[src/logic/dcache_pkg.sv]
`default_nettype none

package dcache_pkg;

    // CPU side widths
    localparam int addr_width = 32;
    localparam int word_width = 32;

    // Bytes in one data word and the address bits that pick one of them
    localparam int word_bytes = word_width / 8;
    localparam int byte_offset_width = $clog2(word_bytes);

    // Largest line the memory side is sized for
    localparam int line_bytes_max = 64;

    // Default geometry of 64 lines with 8 words each
    localparam int default_index_width = 6;
    localparam int default_words_per_line = 8;

    // Load/store width codes as carried in funct3
    typedef enum logic [2:0] {
        f3_byte   = 3'b000,
        f3_half   = 3'b001,
        f3_word   = 3'b010,
        f3_byte_u = 3'b100,
        f3_half_u = 3'b101
    } funct3_t;

endpackage

`default_nettype wire
[src/logic/load_store_align.sv]
`default_nettype none

module load_store_align (
    input  dcache_pkg::funct3_t                              funct3,
    input  logic [dcache_pkg::byte_offset_width-1:0]         byte_offset,
    input  logic [dcache_pkg::word_width-1:0]                line_word,
    input  logic [dcache_pkg::word_width-1:0]                store_data,
    output logic [dcache_pkg::word_width-1:0]                load_data,
    output logic [dcache_pkg::word_width-1:0]                store_word,
    output logic [dcache_pkg::word_bytes-1:0]                store_mask
);

    import dcache_pkg::*;

    logic [7:0]                   byte_lane;
    logic [15:0]                  half_lane;
    logic [byte_offset_width-1:0] half_shift;

    // Halfwords are taken on a 2-byte boundary
    assign byte_lane = line_word[8 * byte_offset +: 8];
    assign half_lane = line_word[16 * byte_offset[byte_offset_width-1:1] +: 16];
    assign half_shift = {byte_offset[byte_offset_width-1:1], 1'b0};

    always_comb begin
        case (funct3)
            f3_byte: begin
                load_data = {{(word_width - 8){byte_lane[7]}}, byte_lane};
            end
            f3_half: begin
                load_data = {{(word_width - 16){half_lane[15]}}, half_lane};
            end
            f3_word: begin
                load_data = line_word;
            end
            f3_byte_u: begin
                load_data = {{(word_width - 8){1'b0}}, byte_lane};
            end
            f3_half_u: begin
                load_data = {{(word_width - 16){1'b0}}, half_lane};
            end
            default: begin
                load_data = '0;
            end
        endcase
    end

    // Store data is copied to every lane and the mask picks the written one
    always_comb begin
        case (funct3)
            f3_byte: begin
                store_word = {word_bytes{store_data[7:0]}};
                store_mask = {{(word_bytes - 1){1'b0}}, 1'b1} << byte_offset;
            end
            f3_half: begin
                store_word = {(word_bytes / 2){store_data[15:0]}};
                store_mask = {{(word_bytes - 2){1'b0}}, 2'b11} << half_shift;
            end
            f3_word: begin
                store_word = store_data;
                store_mask = '1;
            end
            default: begin
                // no unsigned store forms
                store_word = '0;
                store_mask = '0;
            end
        endcase
    end

endmodule

`default_nettype wire

[config.mk]
export PLATFORM = sky130hd
export DESIGN_NAME = load_store_align
export DESIGN_NICKNAME = d
export VERILOG_FILES = /design/src/logic/dcache_pkg.sv /design/src/logic/load_store_align.sv
export SDC_FILE = /design/constraint.sdc
export NUM_CORES = 1
export LEC_CHECK = 0
export BUFFER_PORTS_ARGS = -buffer_cell sky130_fd_sc_hd__buf_2
export CORE_MARGIN = 1
export CORE_UTILIZATION = 39
export DETAILED_ROUTE_END_ITERATION = 7
export GPL_ROUTABILITY_DRIVEN = 0
export PLACE_DENSITY_LB_ADDON = 0.3
export SYNTH_ARGS = -nofsm -noshare
export SYNTH_HDL_FRONTEND = slang
export SYNTH_SLANG_ARGS = --single-unit
[constraint.sdc]
create_clock -name vclk -period 3
set_clock_uncertainty 0.2 [all_clocks]
set_input_delay 0.3 -clock vclk [all_inputs]
set_output_delay 0.3 -clock vclk [all_outputs]
set_load 0.01 [all_outputs]
==> results.toml, run 1 <==
[routing]
vias = 1917
dr.pass1.iters = 6
drc = 7
initialDrtViolationCount = 90
drt-total-wl_mm = 4.47
antenna_left = 0
vias_per_cell = 5.33
wl_per_cell_um = 12.4

[yosys]
synth_common_cells = "nand2_1, a21oi_1, nor2_1"
synth.distinct_cells = 30
synth_top_family_by_area = "simple AND/OR/NAND/NOR gates"
yosys.area_share.simple_pct = 38.0
syn_nets = 278
synthXorXnorAreaFrac_pct = 0
avgSynthCellArea_um2 = 5.85
yosysMostFrequentCell = "nand2_1"
yosysWarnings = 0
synthMuxAreaShare_pct = 22.3
netlist_area_um2 = 1220
synth_compound_area_share_pct = 30.4
yosys.area.top_type = "nand2_1"
synth-seq-area-share_pct = 0
ys_top_cells_by_area = "nand2_1, mux2_2, a21oi_1"
synthCells = 209
synth_adder_area_share_pct = 0
yosysTopAreaCellShare_pct = 19.6

[clock_tree]
post_cts_buffers = 0
cts_hold_buf = 0
cts_resized = 0

[grt]
grt_max_degree = 32
grt_pass1_wl_mm = 7.09
grt_pass1_vias = 1657
grt-ovfl-total = 0
antenna_found_initial = 0
track_usage_pct = 25.0

[floorplan]
die_h_um = 58.0
coreArea_um2 = 2850
start_util_pct = 42.9
ioPinCount = 137
die_x_um = 58.0
die_area_um2 = 3370
fp-row-count = 19

[setup_path]
cp_slowest_stage_delay_ns = 0.51
required_ns = 2.50
cp_cell_sequence = "buf_2, mux4_2, nor4b_4, nor2_4, nand2_1, buf_2"
critPathMaxFanout = 16
crit_slowest_cell = "mux4_2"
cp-end-kind = "primary output"
path_class = "in -> out"
crit_path_start_kind = "input port"
cp.arrival_ns = 1.74
cp_common_cell = "buf_2"

[pwr]
p_comb_share_pct = 100.0
powerDensity_nw_per_um2 = 165
leakage_nw = 1.13
power.internal_w = 0.000145
power.switching_w = 0.000166
share_seq_of_total_power_pct = 0
vdd_drop_max_mv = 0.0755
power_frac_clock_pct = 0
switching_share_pct = 53.4

[finish]
syn2layout_area_growth_pct = 54.0
fin_util_pct = 66.1
clkbuf_count = 0
regArea_um2 = 0
seq_cell_count = 0
multi_input_area_um2 = 1110
antenna_cells = 0
post_route_cells_drive_above_1_share_pct = 50.5
num-fill-cells = 294
instances_no_fill = 360
final_cell_area_um2 = 1880
fin_nets = 400

[hold_path]
holdCritPathClass = "in -> out"
hp-start = "line_word[16]"
min_to = "load_data[16]"
hold_depth = 4

[placement]
dp_cells = 360
port_buffers = 137
pre_cts_ws_ns = 0.768
place_area_um2 = 1880
detailed_place_hpwl_mm = 3.50

[sta]
hold_viol_final = 0
rsz0062_at_grt = "no"
setup-violations-final = 0
fmax_mhz = 447
period_share_pct = 74.6
drv_slew = 0
fin_ws_ns = 0.762
min_period_ns = 2.24
relSlewSlack_pct = 50.9
setup_tns_ns = 0
tightest_slew_ns = 0.735

[run]
maxCapViolations = 0

[outcome]
violations = "DRC"
outcome = "finished with violations"
## layout make-up
class	instances	area share [%]
inverter	2	0.398
multi-input combinational	185	59.2
tap	31	2.06
timing repair buffer	142	38.4
## power by group through the flow
stage	logic [W]	registers [W]	clock network, W
after floorplan	0.000180	0	0
after global placement	0.000306	0	0
after detailed placement	0.000310	0	0
after CTS	0.000311	0	0
after global routing	0.000341	0	0
final	0.000310	0	0
## metal layers
layer | global-route usage [%] | vias to the layer above | part of all wire, %
li1 | - | 972 | -
met1 | 33.4 | 876 | 44
met2 | 45.8 | 67 | 50
met3 | 1.56 | 2 | 6.0
met4 | 2.04 | 0 | 0.25
met5 | 0 | - | 0
## stage by stage
stage,hold slack (ns),power [W]
2_1_floorplan,0.511,0.000180
3_3_place_gp,0.682,0.000306
3_5_place_dp,0.684,0.000310
4_1_cts,0.685,0.000311
5_1_grt,0.710,0.000341
6_report,0.684,0.000310
## worst max-delay path: cells and delay by family
family / cells / cell delay, ns
buf+inv: 2 / 0.31
simple gates: 3 / 0.61
mux: 1 / 0.51
## worst max-delay path by stage
| stage | endpoint | cells after the start | start |
|---|---|---|---|
| after floorplan | load_data[17] | 6 | byte_offset[0] |
| after global placement | load_data[20] | 6 | byte_offset[0] |
| after detailed placement | load_data[23] | 6 | byte_offset[0] |
| after CTS | load_data[22] | 6 | byte_offset[0] |
| after global routing | load_data[17] | 7 | byte_offset[1] |
| final | load_data[30] | 6 | byte_offset[0] |
## cell families after synthesis
group,after synthesis
buffers and inverters,24
and+or+nand+nor,105
AOI/OAI and AO/OA,57
muxes,23
## cell usage in the layout, fill, tap and decap left out, types with 3 or more instances in the layout
cell type    n
buf_2      137
nand2_1     64
a21oi_1     23
nor2_1      20
mux2_2      14
a22oi_1     10
and2_1       9
o21ai_0      8
mux2i_1      7
a221o_2      5
buf_4        5
nor2b_1      3
o22ai_1      3
No activity file was read; power rests on OpenSTA's default activity.
==> run 2, diff against run 1 <==
- CORE_UTILIZATION: 39 -> 33
- clock period: 3 -> 2 ns (I/O delays scaled with it)
==> results.toml, run 2 (synthesis results as in run 1) <==
[floorplan]
die_x_um = 62.9
die_h_um = 62.9
ioPinCount = 137
start_util_pct = 35.6
die_area_um2 = 3960
fp-row-count = 21
coreArea_um2 = 3440

[sta]
relSlewSlack_pct = 65.2
fin_ws_ns = 0.0272
period_share_pct = 98.6
fmax_mhz = 507
tightest_slew_ns = 0.520
hold_ws_ns = 0.488
drv_slew = 0
setup-violations-final = 0
hold_viol_final = 0
min_period_ns = 1.97

[setup_path]
critPathLaunch = "line_word[31]"
endpoint = "load_data[12]"
required_ns = 1.60
cp.arrival_ns = 1.57
path_class = "in -> out"
crit_path_start_kind = "input port"
critPathMaxFanout = 7
cp-end-kind = "primary output"

[clock_tree]
cts_hold_buf = 0
post_cts_buffers = 0
cts_resized = 0

[run]
maxCapViolations = 0

[routing]
dr.pass1.iters = 4
vias_per_cell = 5.05
wl_per_cell_um = 12.7
drt-total-wl_mm = 4.89
initialDrtViolationCount = 101
antenna_left = 0
drc = 0
vias = 1948

[placement]
port_buffers = 137
pre_cts_ws_ns = 0.0162
detailed_place_hpwl_mm = 3.83

[grt]
grt_max_degree = 32
track_usage_pct = 23.0
antenna_found_initial = 0
grt-ovfl-total = 0
grt_pass1_wl_mm = 7.72
grt_pass1_vias = 1750

[pwr]
leakage_nw = 1.20
vdd_drop_max_mv = 0.0925
powerDensity_nw_per_um2 = 245
finalPower_w = 0.000499

[finish]
clkbuf_count = 0
seq_cell_count = 0
post_route_cells_drive_above_1_share_pct = 52.1
num-fill-cells = 369
syn2layout_area_growth_pct = 66.4
layout_common_cells = "buf_2, nand2_1, a21oi_1"
fin_nets = 411
antenna_cells = 0
regArea_um2 = 0
final_common_cell = "buf_2"

[outcome]
outcome = "complete, no violations"

[hold_path]
holdCritPathClass = "in -> out"
-- run 2: changes by cell type in the layout (fill, tap and decap cells not counted) --
cell	previous run	this run
buf_4	5	12
buf_12	0	4
-- run 2: final cells by class --
cell class / instances / area, um^2 / share of cell area, %
repair buffers: 153 / 856 / 42.0
well taps: 46 / 57.6 / 2.83
inverters: 2 / 7.51 / 0.369
multi-input cells: 185 / 1110 / 54.8
-- run 2: worst max-delay path: stages --
cell and delay [ns]:
buf_2 0.13, mux4_2 0.47, nor4b_4 0.18, buf_4 0.15, a221o_2 0.30, buf_2 0.14
-- run 2: how the worst min path moves through the flow --
stage / start / endpoint / slack, ns / depth (start not counted)
global placement: line_word[24] / load_data[24] / 0.48 / 4
detailed placement: line_word[16] / load_data[16] / 0.49 / 4
finish: line_word[16] / load_data[16] / 0.49 / 4
CTS: line_word[16] / load_data[16] / 0.49 / 4
floorplan: line_word[16] / load_data[16] / 0.31 / 2
global route: line_word[30] / load_data[30] / 0.51 / 4
-- run 2: through the flow --
step	TNS, ns	util, %	std cells	area, um^2
after detailed placement	0	58.7	384	2020
after CTS	0	58.7	384	2020
after floorplan	0	-	209	1220
after global routing	-0.153	59.1	386	2040
final	0	59.1	386	2040
after global placement	0	58.7	384	2020
-- run 2: layer usage --
metal	vias up	wire (um)	track usage, %	part of all wire [%]
li1	992	-	-	-
met1	886	2070	28.1	42
met2	66	2550	44.5	52
met3	4	243	2.01	5.0
met4	0	27	0.872	0.55
met5	-	0	0	0
-- run 2: power breakdown --
part	internal (W)	total (W)	switching [W]
registers	0	0	0
logic	0.000241	0.000499	0.000258
clock network	0	0	0
total	0.000241	0.000499	0.000258
