<file path="src/logic/dcache_pkg.sv">
`default_nettype none

package dcache_pkg;

    // CPU side widths
    localparam int addr_width = 32;
    localparam int word_width = 32;

    // Bytes in one data word and the address bits that pick one of them
    localparam int word_bytes = word_width / 8;
    localparam int byte_offset_width = $clog2(word_bytes);

    // Largest line the memory side is sized for
    localparam int line_bytes_max = 64;

    // Default geometry of 64 lines with 8 words each
    localparam int default_index_width = 6;
    localparam int default_words_per_line = 8;

    // Load/store width codes as carried in funct3
    typedef enum logic [2:0] {
        f3_byte   = 3'b000,
        f3_half   = 3'b001,
        f3_word   = 3'b010,
        f3_byte_u = 3'b100,
        f3_half_u = 3'b101
    } funct3_t;

endpackage

`default_nettype wire
</file>
<file path="src/logic/dcache_ctrl.sv">
`default_nettype none

module dcache_ctrl #(
    parameter int  index_width       = dcache_pkg::default_index_width,
    parameter int  words_per_line    = dcache_pkg::default_words_per_line,
    localparam int word_offset_width = $clog2(words_per_line),
    localparam int tag_width         = dcache_pkg::addr_width - index_width
                                       - word_offset_width - dcache_pkg::byte_offset_width,
    localparam int line_width        = words_per_line * dcache_pkg::word_width,
    localparam int line_bytes        = words_per_line * dcache_pkg::word_bytes
) (
    input  logic                                      clk,
    input  logic                                      reset,
    input  logic                                      req,
    input  logic                                      we,
    input  dcache_pkg::funct3_t                       funct3,
    input  logic [dcache_pkg::addr_width-1:0]         addr,
    input  logic [dcache_pkg::word_width-1:0]         wdata,
    input  logic                                      hit,
    input  logic [dcache_pkg::word_width-1:0]         load_data,
    input  logic [dcache_pkg::word_width-1:0]         store_word,
    input  logic [dcache_pkg::word_bytes-1:0]         store_mask,
    input  logic [line_width-1:0]                     mem_rdata,
    input  logic                                      mem_ready,
    output logic [index_width-1:0]                    lookup_index,
    output logic [tag_width-1:0]                      lookup_tag,
    output logic [word_offset_width-1:0]              word_offset,
    output logic [dcache_pkg::byte_offset_width-1:0]  byte_offset,
    output dcache_pkg::funct3_t                       funct3_q,
    output logic [dcache_pkg::word_width-1:0]         store_data_q,
    output logic                                      fill,
    output logic [line_width-1:0]                     fill_line,
    output logic                                      word_we,
    output logic                                      resp_valid,
    output logic [dcache_pkg::word_width-1:0]         rdata,
    output logic                                      busy,
    output logic                                      mem_read,
    output logic                                      mem_write,
    output logic [dcache_pkg::addr_width-1:0]         mem_addr,
    output logic [line_width-1:0]                     mem_wdata,
    output logic [line_bytes-1:0]                     mem_be
);

    import dcache_pkg::*;

    localparam int line_offset_width = word_offset_width + byte_offset_width;

    typedef enum logic [1:0] {
        st_idle,
        st_lookup,
        st_fetch,
        st_write_through
    } state_t;

    state_t                state_q;
    logic [addr_width-1:0] addr_q;
    logic                  we_q;
    logic                  mem_read_q;
    logic                  mem_write_q;
    logic                  resp_store_q;
    logic                  in_lookup;
    logic                  load_hit;

    if (line_bytes > line_bytes_max) begin : g_line_too_wide
        $error("dcache_ctrl: line of %0d bytes exceeds %0d", line_bytes, line_bytes_max);
    end

    // Address split of the latched request
    assign lookup_index = addr_q[line_offset_width +: index_width];
    assign lookup_tag   = addr_q[addr_width-1 -: tag_width];
    assign word_offset  = addr_q[byte_offset_width +: word_offset_width];
    assign byte_offset  = addr_q[byte_offset_width-1:0];
    assign mem_addr     = {addr_q[addr_width-1:line_offset_width], {line_offset_width{1'b0}}};

    assign in_lookup  = (state_q == st_lookup);
    assign load_hit   = in_lookup && !we_q && hit;
    assign word_we    = in_lookup && we_q && hit;
    assign resp_valid = load_hit || resp_store_q;
    assign rdata      = load_hit ? load_data : '0;
    assign busy       = (state_q != st_idle) && !load_hit;
    assign mem_read   = mem_read_q || (in_lookup && !we_q && !hit);
    assign mem_write  = mem_write_q || (in_lookup && we_q);

    // Store word sits in its own lane with the other lanes disabled
    always_comb begin
        mem_wdata = '0;
        mem_be = '0;
        if (mem_write) begin
            mem_wdata[word_offset * word_width +: word_width] = store_word;
            mem_be[word_offset * word_bytes +: word_bytes] = store_mask;
        end
    end

    always_ff @(posedge clk) begin
        if (state_q == st_idle && req) begin
            addr_q <= addr;
            we_q <= we;
            funct3_q <= funct3;
            store_data_q <= wdata;
        end
        if (mem_read && mem_ready) begin
            fill_line <= mem_rdata;
        end
    end

    always_ff @(posedge clk) begin
        if (reset) begin
            state_q <= st_idle;
            mem_read_q <= 1'b0;
            mem_write_q <= 1'b0;
            resp_store_q <= 1'b0;
            fill <= 1'b0;
        end else begin
            fill <= 1'b0;
            resp_store_q <= 1'b0;
            case (state_q)
                st_idle: begin
                    if (req) begin
                        state_q <= st_lookup;
                    end
                end
                st_lookup: begin
                    if (we_q) begin
                        // Write-through on hit and miss alike without allocating
                        mem_write_q <= !mem_ready;
                        resp_store_q <= mem_ready;
                        state_q <= mem_ready ? st_idle : st_write_through;
                    end else if (!hit) begin
                        mem_read_q <= !mem_ready;
                        fill <= mem_ready;
                        state_q <= st_fetch;
                    end else begin
                        state_q <= st_idle;
                    end
                end
                st_fetch: begin
                    if (fill) begin
                        // Line now resident so a second lookup answers
                        state_q <= st_lookup;
                    end else if (mem_ready) begin
                        mem_read_q <= 1'b0;
                        fill <= 1'b1;
                    end
                end
                st_write_through: begin
                    if (mem_ready) begin
                        mem_write_q <= 1'b0;
                        resp_store_q <= 1'b1;
                        state_q <= st_idle;
                    end
                end
                default: begin
                    state_q <= st_idle;
                end
            endcase
        end
    end

    // A new request waits until the previous response has been given
    a_req_when_free: assert property (
        @(posedge clk) disable iff (reset)
        req |-> !busy && !resp_valid
    );

    a_ready_needs_request: assert property (
        @(posedge clk) disable iff (reset)
        mem_ready |-> mem_read || mem_write
    );

    a_resp_single_cycle: assert property (
        @(posedge clk) disable iff (reset)
        resp_valid |=> !resp_valid
    );

endmodule

`default_nettype wire

</file>
<file path="config.mk">
export PLATFORM = sky130hd
export DESIGN_NAME = dcache_ctrl
export DESIGN_NICKNAME = d
export VERILOG_FILES = /design/src/logic/dcache_pkg.sv /design/src/logic/dcache_ctrl.sv
export SDC_FILE = /design/constraint.sdc
export NUM_CORES = 1
export LEC_CHECK = 0
export BUFFER_PORTS_ARGS = -buffer_cell sky130_fd_sc_hd__buf_2
export CORE_AREA = 3 3 418 420
export CTS_CLUSTER_DIAMETER = 120
export CTS_CLUSTER_SIZE = 40
export DETAILED_ROUTE_END_ITERATION = 6
export DIE_AREA = 0 0 421 423
export SLEW_MARGIN = 20
export SYNTH_ARGS = -nofsm -noshare
export SYNTH_HDL_FRONTEND = slang
export SYNTH_SLANG_ARGS = --single-unit
</file>
<file path="constraint.sdc">
create_clock -name clk -period 8.5 [get_ports clk]
set_input_delay 0 -clock clk [delete_from_list [all_inputs] [get_ports clk]]
set_output_delay 0 -clock clk [all_outputs]
set_load 0.03 [all_outputs]
</file>
==> summary.md <==
| Metric | Value |
|---|---|
| CP arrival | 4.11 ns |
| Clk_lat worst skew | 0.71 ns |
| Gr ovfl total | 0 |
| Worst reg2reg path depth | 6 |
| Yosys warnings | 0 |
| Hpwl dp | 81600 um |
| Async S/R FF share, synth | 0 |
| Antenna violations before repair | between 90 and 100 |
| Initial DRC count | 1072 |
| HP Class | in -> reg |
| CP bufs+invs | 4 |
| Startpoint types | flop |
| EDFF count, synth | 324 |
| DR WL/cell | roughly 21 um |
| Pins Over Slew Limit | 0 |
| RSZ-0062 raised after global routing | false |
| # clock sinks | 330 |
| Fmax | around 240 MHz |
| CP required | between 8 and 9 ns |
| Crit-path slowest cell | edfxtp_1 |
| Fill cell count | about 19000 |
| Synthesized area per cell | 15.3 um2 |
| Reg2reg start | state_q[1] |
| Die area | 178000 um2 |
| Final worst path period share | 0.484 |
| Main synth FF type | edfxtp_1 |
| Area Growth Syn to Fin | 115% |
| DR vias | 14262 |
| HP Start | mem_rdata[60] |
| Cells after Synth | approximately 830 |
| Setup TNS | 0 ns |
| Lkg Pwr | 11.8 nW |
| Synth top area share | 0.764 |
| Die Y | 423 um |
| GRT Total Usage | 0.108 |
| Critical path, cell by cell | inv_1 > ha_1 > ha_1 > and2b_2 > buf_4 > nand3_2 > buf_4 > nor2_1 > buf_2 |
| Final ANT Viol Nets | 0 |
| IO Port Bufs | 1072 |
| Final setup fails | 0 |
| Setup crit end kind | output port |
| Worst vdd ir | 0.220 mV |
| Max Buffers Root-to-Sink | 3 |
| Io pins | 1078 |
| Drt via density | around 3.0 |
| CP top delay family | buffers and inverters |
| Critical path class | reg -> out |
| Pwr Density | ~170 nW/um2 |
| Post-CTS setup buffers | 0 |
| Largest net degree at the start of global routing | 134 |
| Register area share after synthesis | 0.773 |
| Unique cell type count in the Yosys netlist | between 40 and 50 |
| Max cap viols | 0 |
| Drt pass-1 iters | 5 |
| Layout cells sized above 1 | 0.478 |
| Vias in the first global route | 14419 |
| Core area | 171000 um2 |
| Cell accounting for the most synthesized area | edfxtp_1 |
| R2R Setup Slk | between 5 and 6 ns |
| Row cnt | 152 |
| Hold Path Sink | fill_line[60] |
| Dominant cells by area after synthesis | edfxtp_1 (76%), and3_1 (5.4%), nor2_1 (3.9%) |
| Worst-path fanout max | 73 |
| DRC errors left | 0 |
| Post-synthesis instance area | about 13000 um2 |
| Clk slew on worst S/H paths | ~0.14 ns |
| NumNets Final | 2821 |
| Rel. slew slack | 0.343 |
| DRT Wirelength | 101000 um |
| CTS tree | yes |
| Hold Crit Depth | 2 |
| Clk_skew | 0.0895 ns |
| Tot Pwr | 0.00475 W |
| First-pass GRT wire length | 131000 um |
| H-tree levels | 1 |
| Initial Utilization | 0.0743 |
| Least-Margin Pin Slew | around 1 ns |
| Period minus WS final | just over 4 ns |
| Area of the multi-input gates | 2420 um2 |
| Register area | approximately 10000 um2 |
| Clock root cell | clkbuf_16 |
| Placer Congestion | about 0.9 |
| Die width | 421 um |
| Status | complete, no violations |
| Register bit total from synthesis | 330 |
| Slowest stage delay, CP | 0.56 ns |
| Final Hold Fails | 0 |
| Worst r2r dst | fill_line[115] |
| CTS Buf Count | 24 |
[per-stage QoR]
stage / cells / hold slack, ns / setup slack, ns / utilization / area (um2)
floorplan: 836 / 0.0691 / 0.377 / - / 12800
global placement: 4152 / 0.176 / 5.23 / 0.121 / 20700
detailed placement: 4152 / 0.178 / 5.05 / 0.121 / 20700
CTS: 4741 / 0.000584 / 4.30 / 0.159 / 27200
global route: 4756 / 0.0150 / 4.04 / 0.159 / 27300
finish: 4782 / 0.0631 / 4.39 / 0.160 / 27400
[metal layers]
layer	wire, um	global-route usage	part of all wire	vias to the layer above
met1	36400	0.117	0.36	6930
met2	48800	0.185	0.48	911
met3	10200	0.0423	0.10	252
met4	5430	0.0470	0.054	48
met5	296	0	0.0029	-
li1	-	-	-	6121
[Yosys cell counts (5+ instances only)]
library cell  instances
edfxtp_1            324
buf_2                 9
ha_1                 10
nand2_1              40
and3_1              109
nor2_4               10
dfxtp_1               6
and2_1               70
clkbuf_1             23
buf_4                36
nor2_1              131
nor2_2               10
inv_1                12
a21oi_1               5
[worst max-delay path by stage]
stage	endpoint	slack [ns]	start	cells past startpoint
detailed placement	mem_wdata[44]	5.05	addr_q[2]	9
floorplan	fill_line[0]	0.38	state_q[1]	5
finish	mem_wdata[46]	4.39	addr_q[2]	9
global route	mem_wdata[51]	4.04	addr_q[2]	9
global placement	mem_wdata[33]	5.23	addr_q[2]	9
CTS	mem_wdata[44]	4.30	addr_q[2]	9
[cell type report]
type                       instances  share of cell area
clock buffer                      24              0.0220
multi-input combinational        418              0.0883
tap                             2310               0.106
inverter                          12             0.00165
sequential                       330               0.360
clock inverter                    20              0.0194
antenna                           40             0.00366
timing repair buffer            1628               0.399
[timing repair]
action                     4_1_cts  5_1_grt
hold endpoints to repair       344        0
setup endpoints to repair        0        0
resized for setup                0        0
hold buffers                   545        0
[logic make-up (layout without fill, tap and decap cells)]
family                   Yosys count  in the layout  share of synthesized area
buffers and inverters             88           1684                     0.0416
adder cells (fa/ha/maj)           10             10                    0.00982
other                              1             45                   0.000294
multiplexers                       1              1                   0.000786
AO/OA/AOI/OAI                     14             14                    0.00756
flip-flops                       330            330                      0.773
AND/OR/NAND/NOR                  388            388                      0.167
[worst reg2reg max path, stage by stage, from the launching register on]
cell,delay [ns]
dfxtp_1,0.35
inv_1,0.09
ha_1,0.35
nand2b_1,0.19
o21ai_0,0.24
and2_4,0.69
buf_4,0.87
[power by group]
group / switching (W) / internal [W]
combinational: 0.000824 / 0.000381
clock: 0.000896 / 0.000638
sequential: 0.0000478 / 0.00197
total: 0.00177 / 0.00299
[flip-flops by register name (all words and copies together), names as in the netlist]
register and cells:
fill_line 256, addr_q 32, store_data_q 32, funct3_q 3, state_q 2, fill 1
mem_read_q 1, mem_write_q 1, resp_store_q 1, we_q 1
[cell usage in the layout (no fill, tap or decap), drive strengths merged, types with 2 or more instances in the layout]
master       Yosys  layout
dlygate4sd3      0     545
clkbuf          26      24
inv             12      16
and2            70      70
dfxtp            6       6
o21ai            3       3
nor3             4       4
nor2           151     151
nand3            2       2
clkinv           0      15
diode            0      40
edfxtp         324     324
nor4             2       2
and3           109     109
a21oi            6       6
conb             1       5
buf             50    1083
ha              10      10
nand2           40      40
nand2b           3       3
Power figures use the tool's default switching activity.
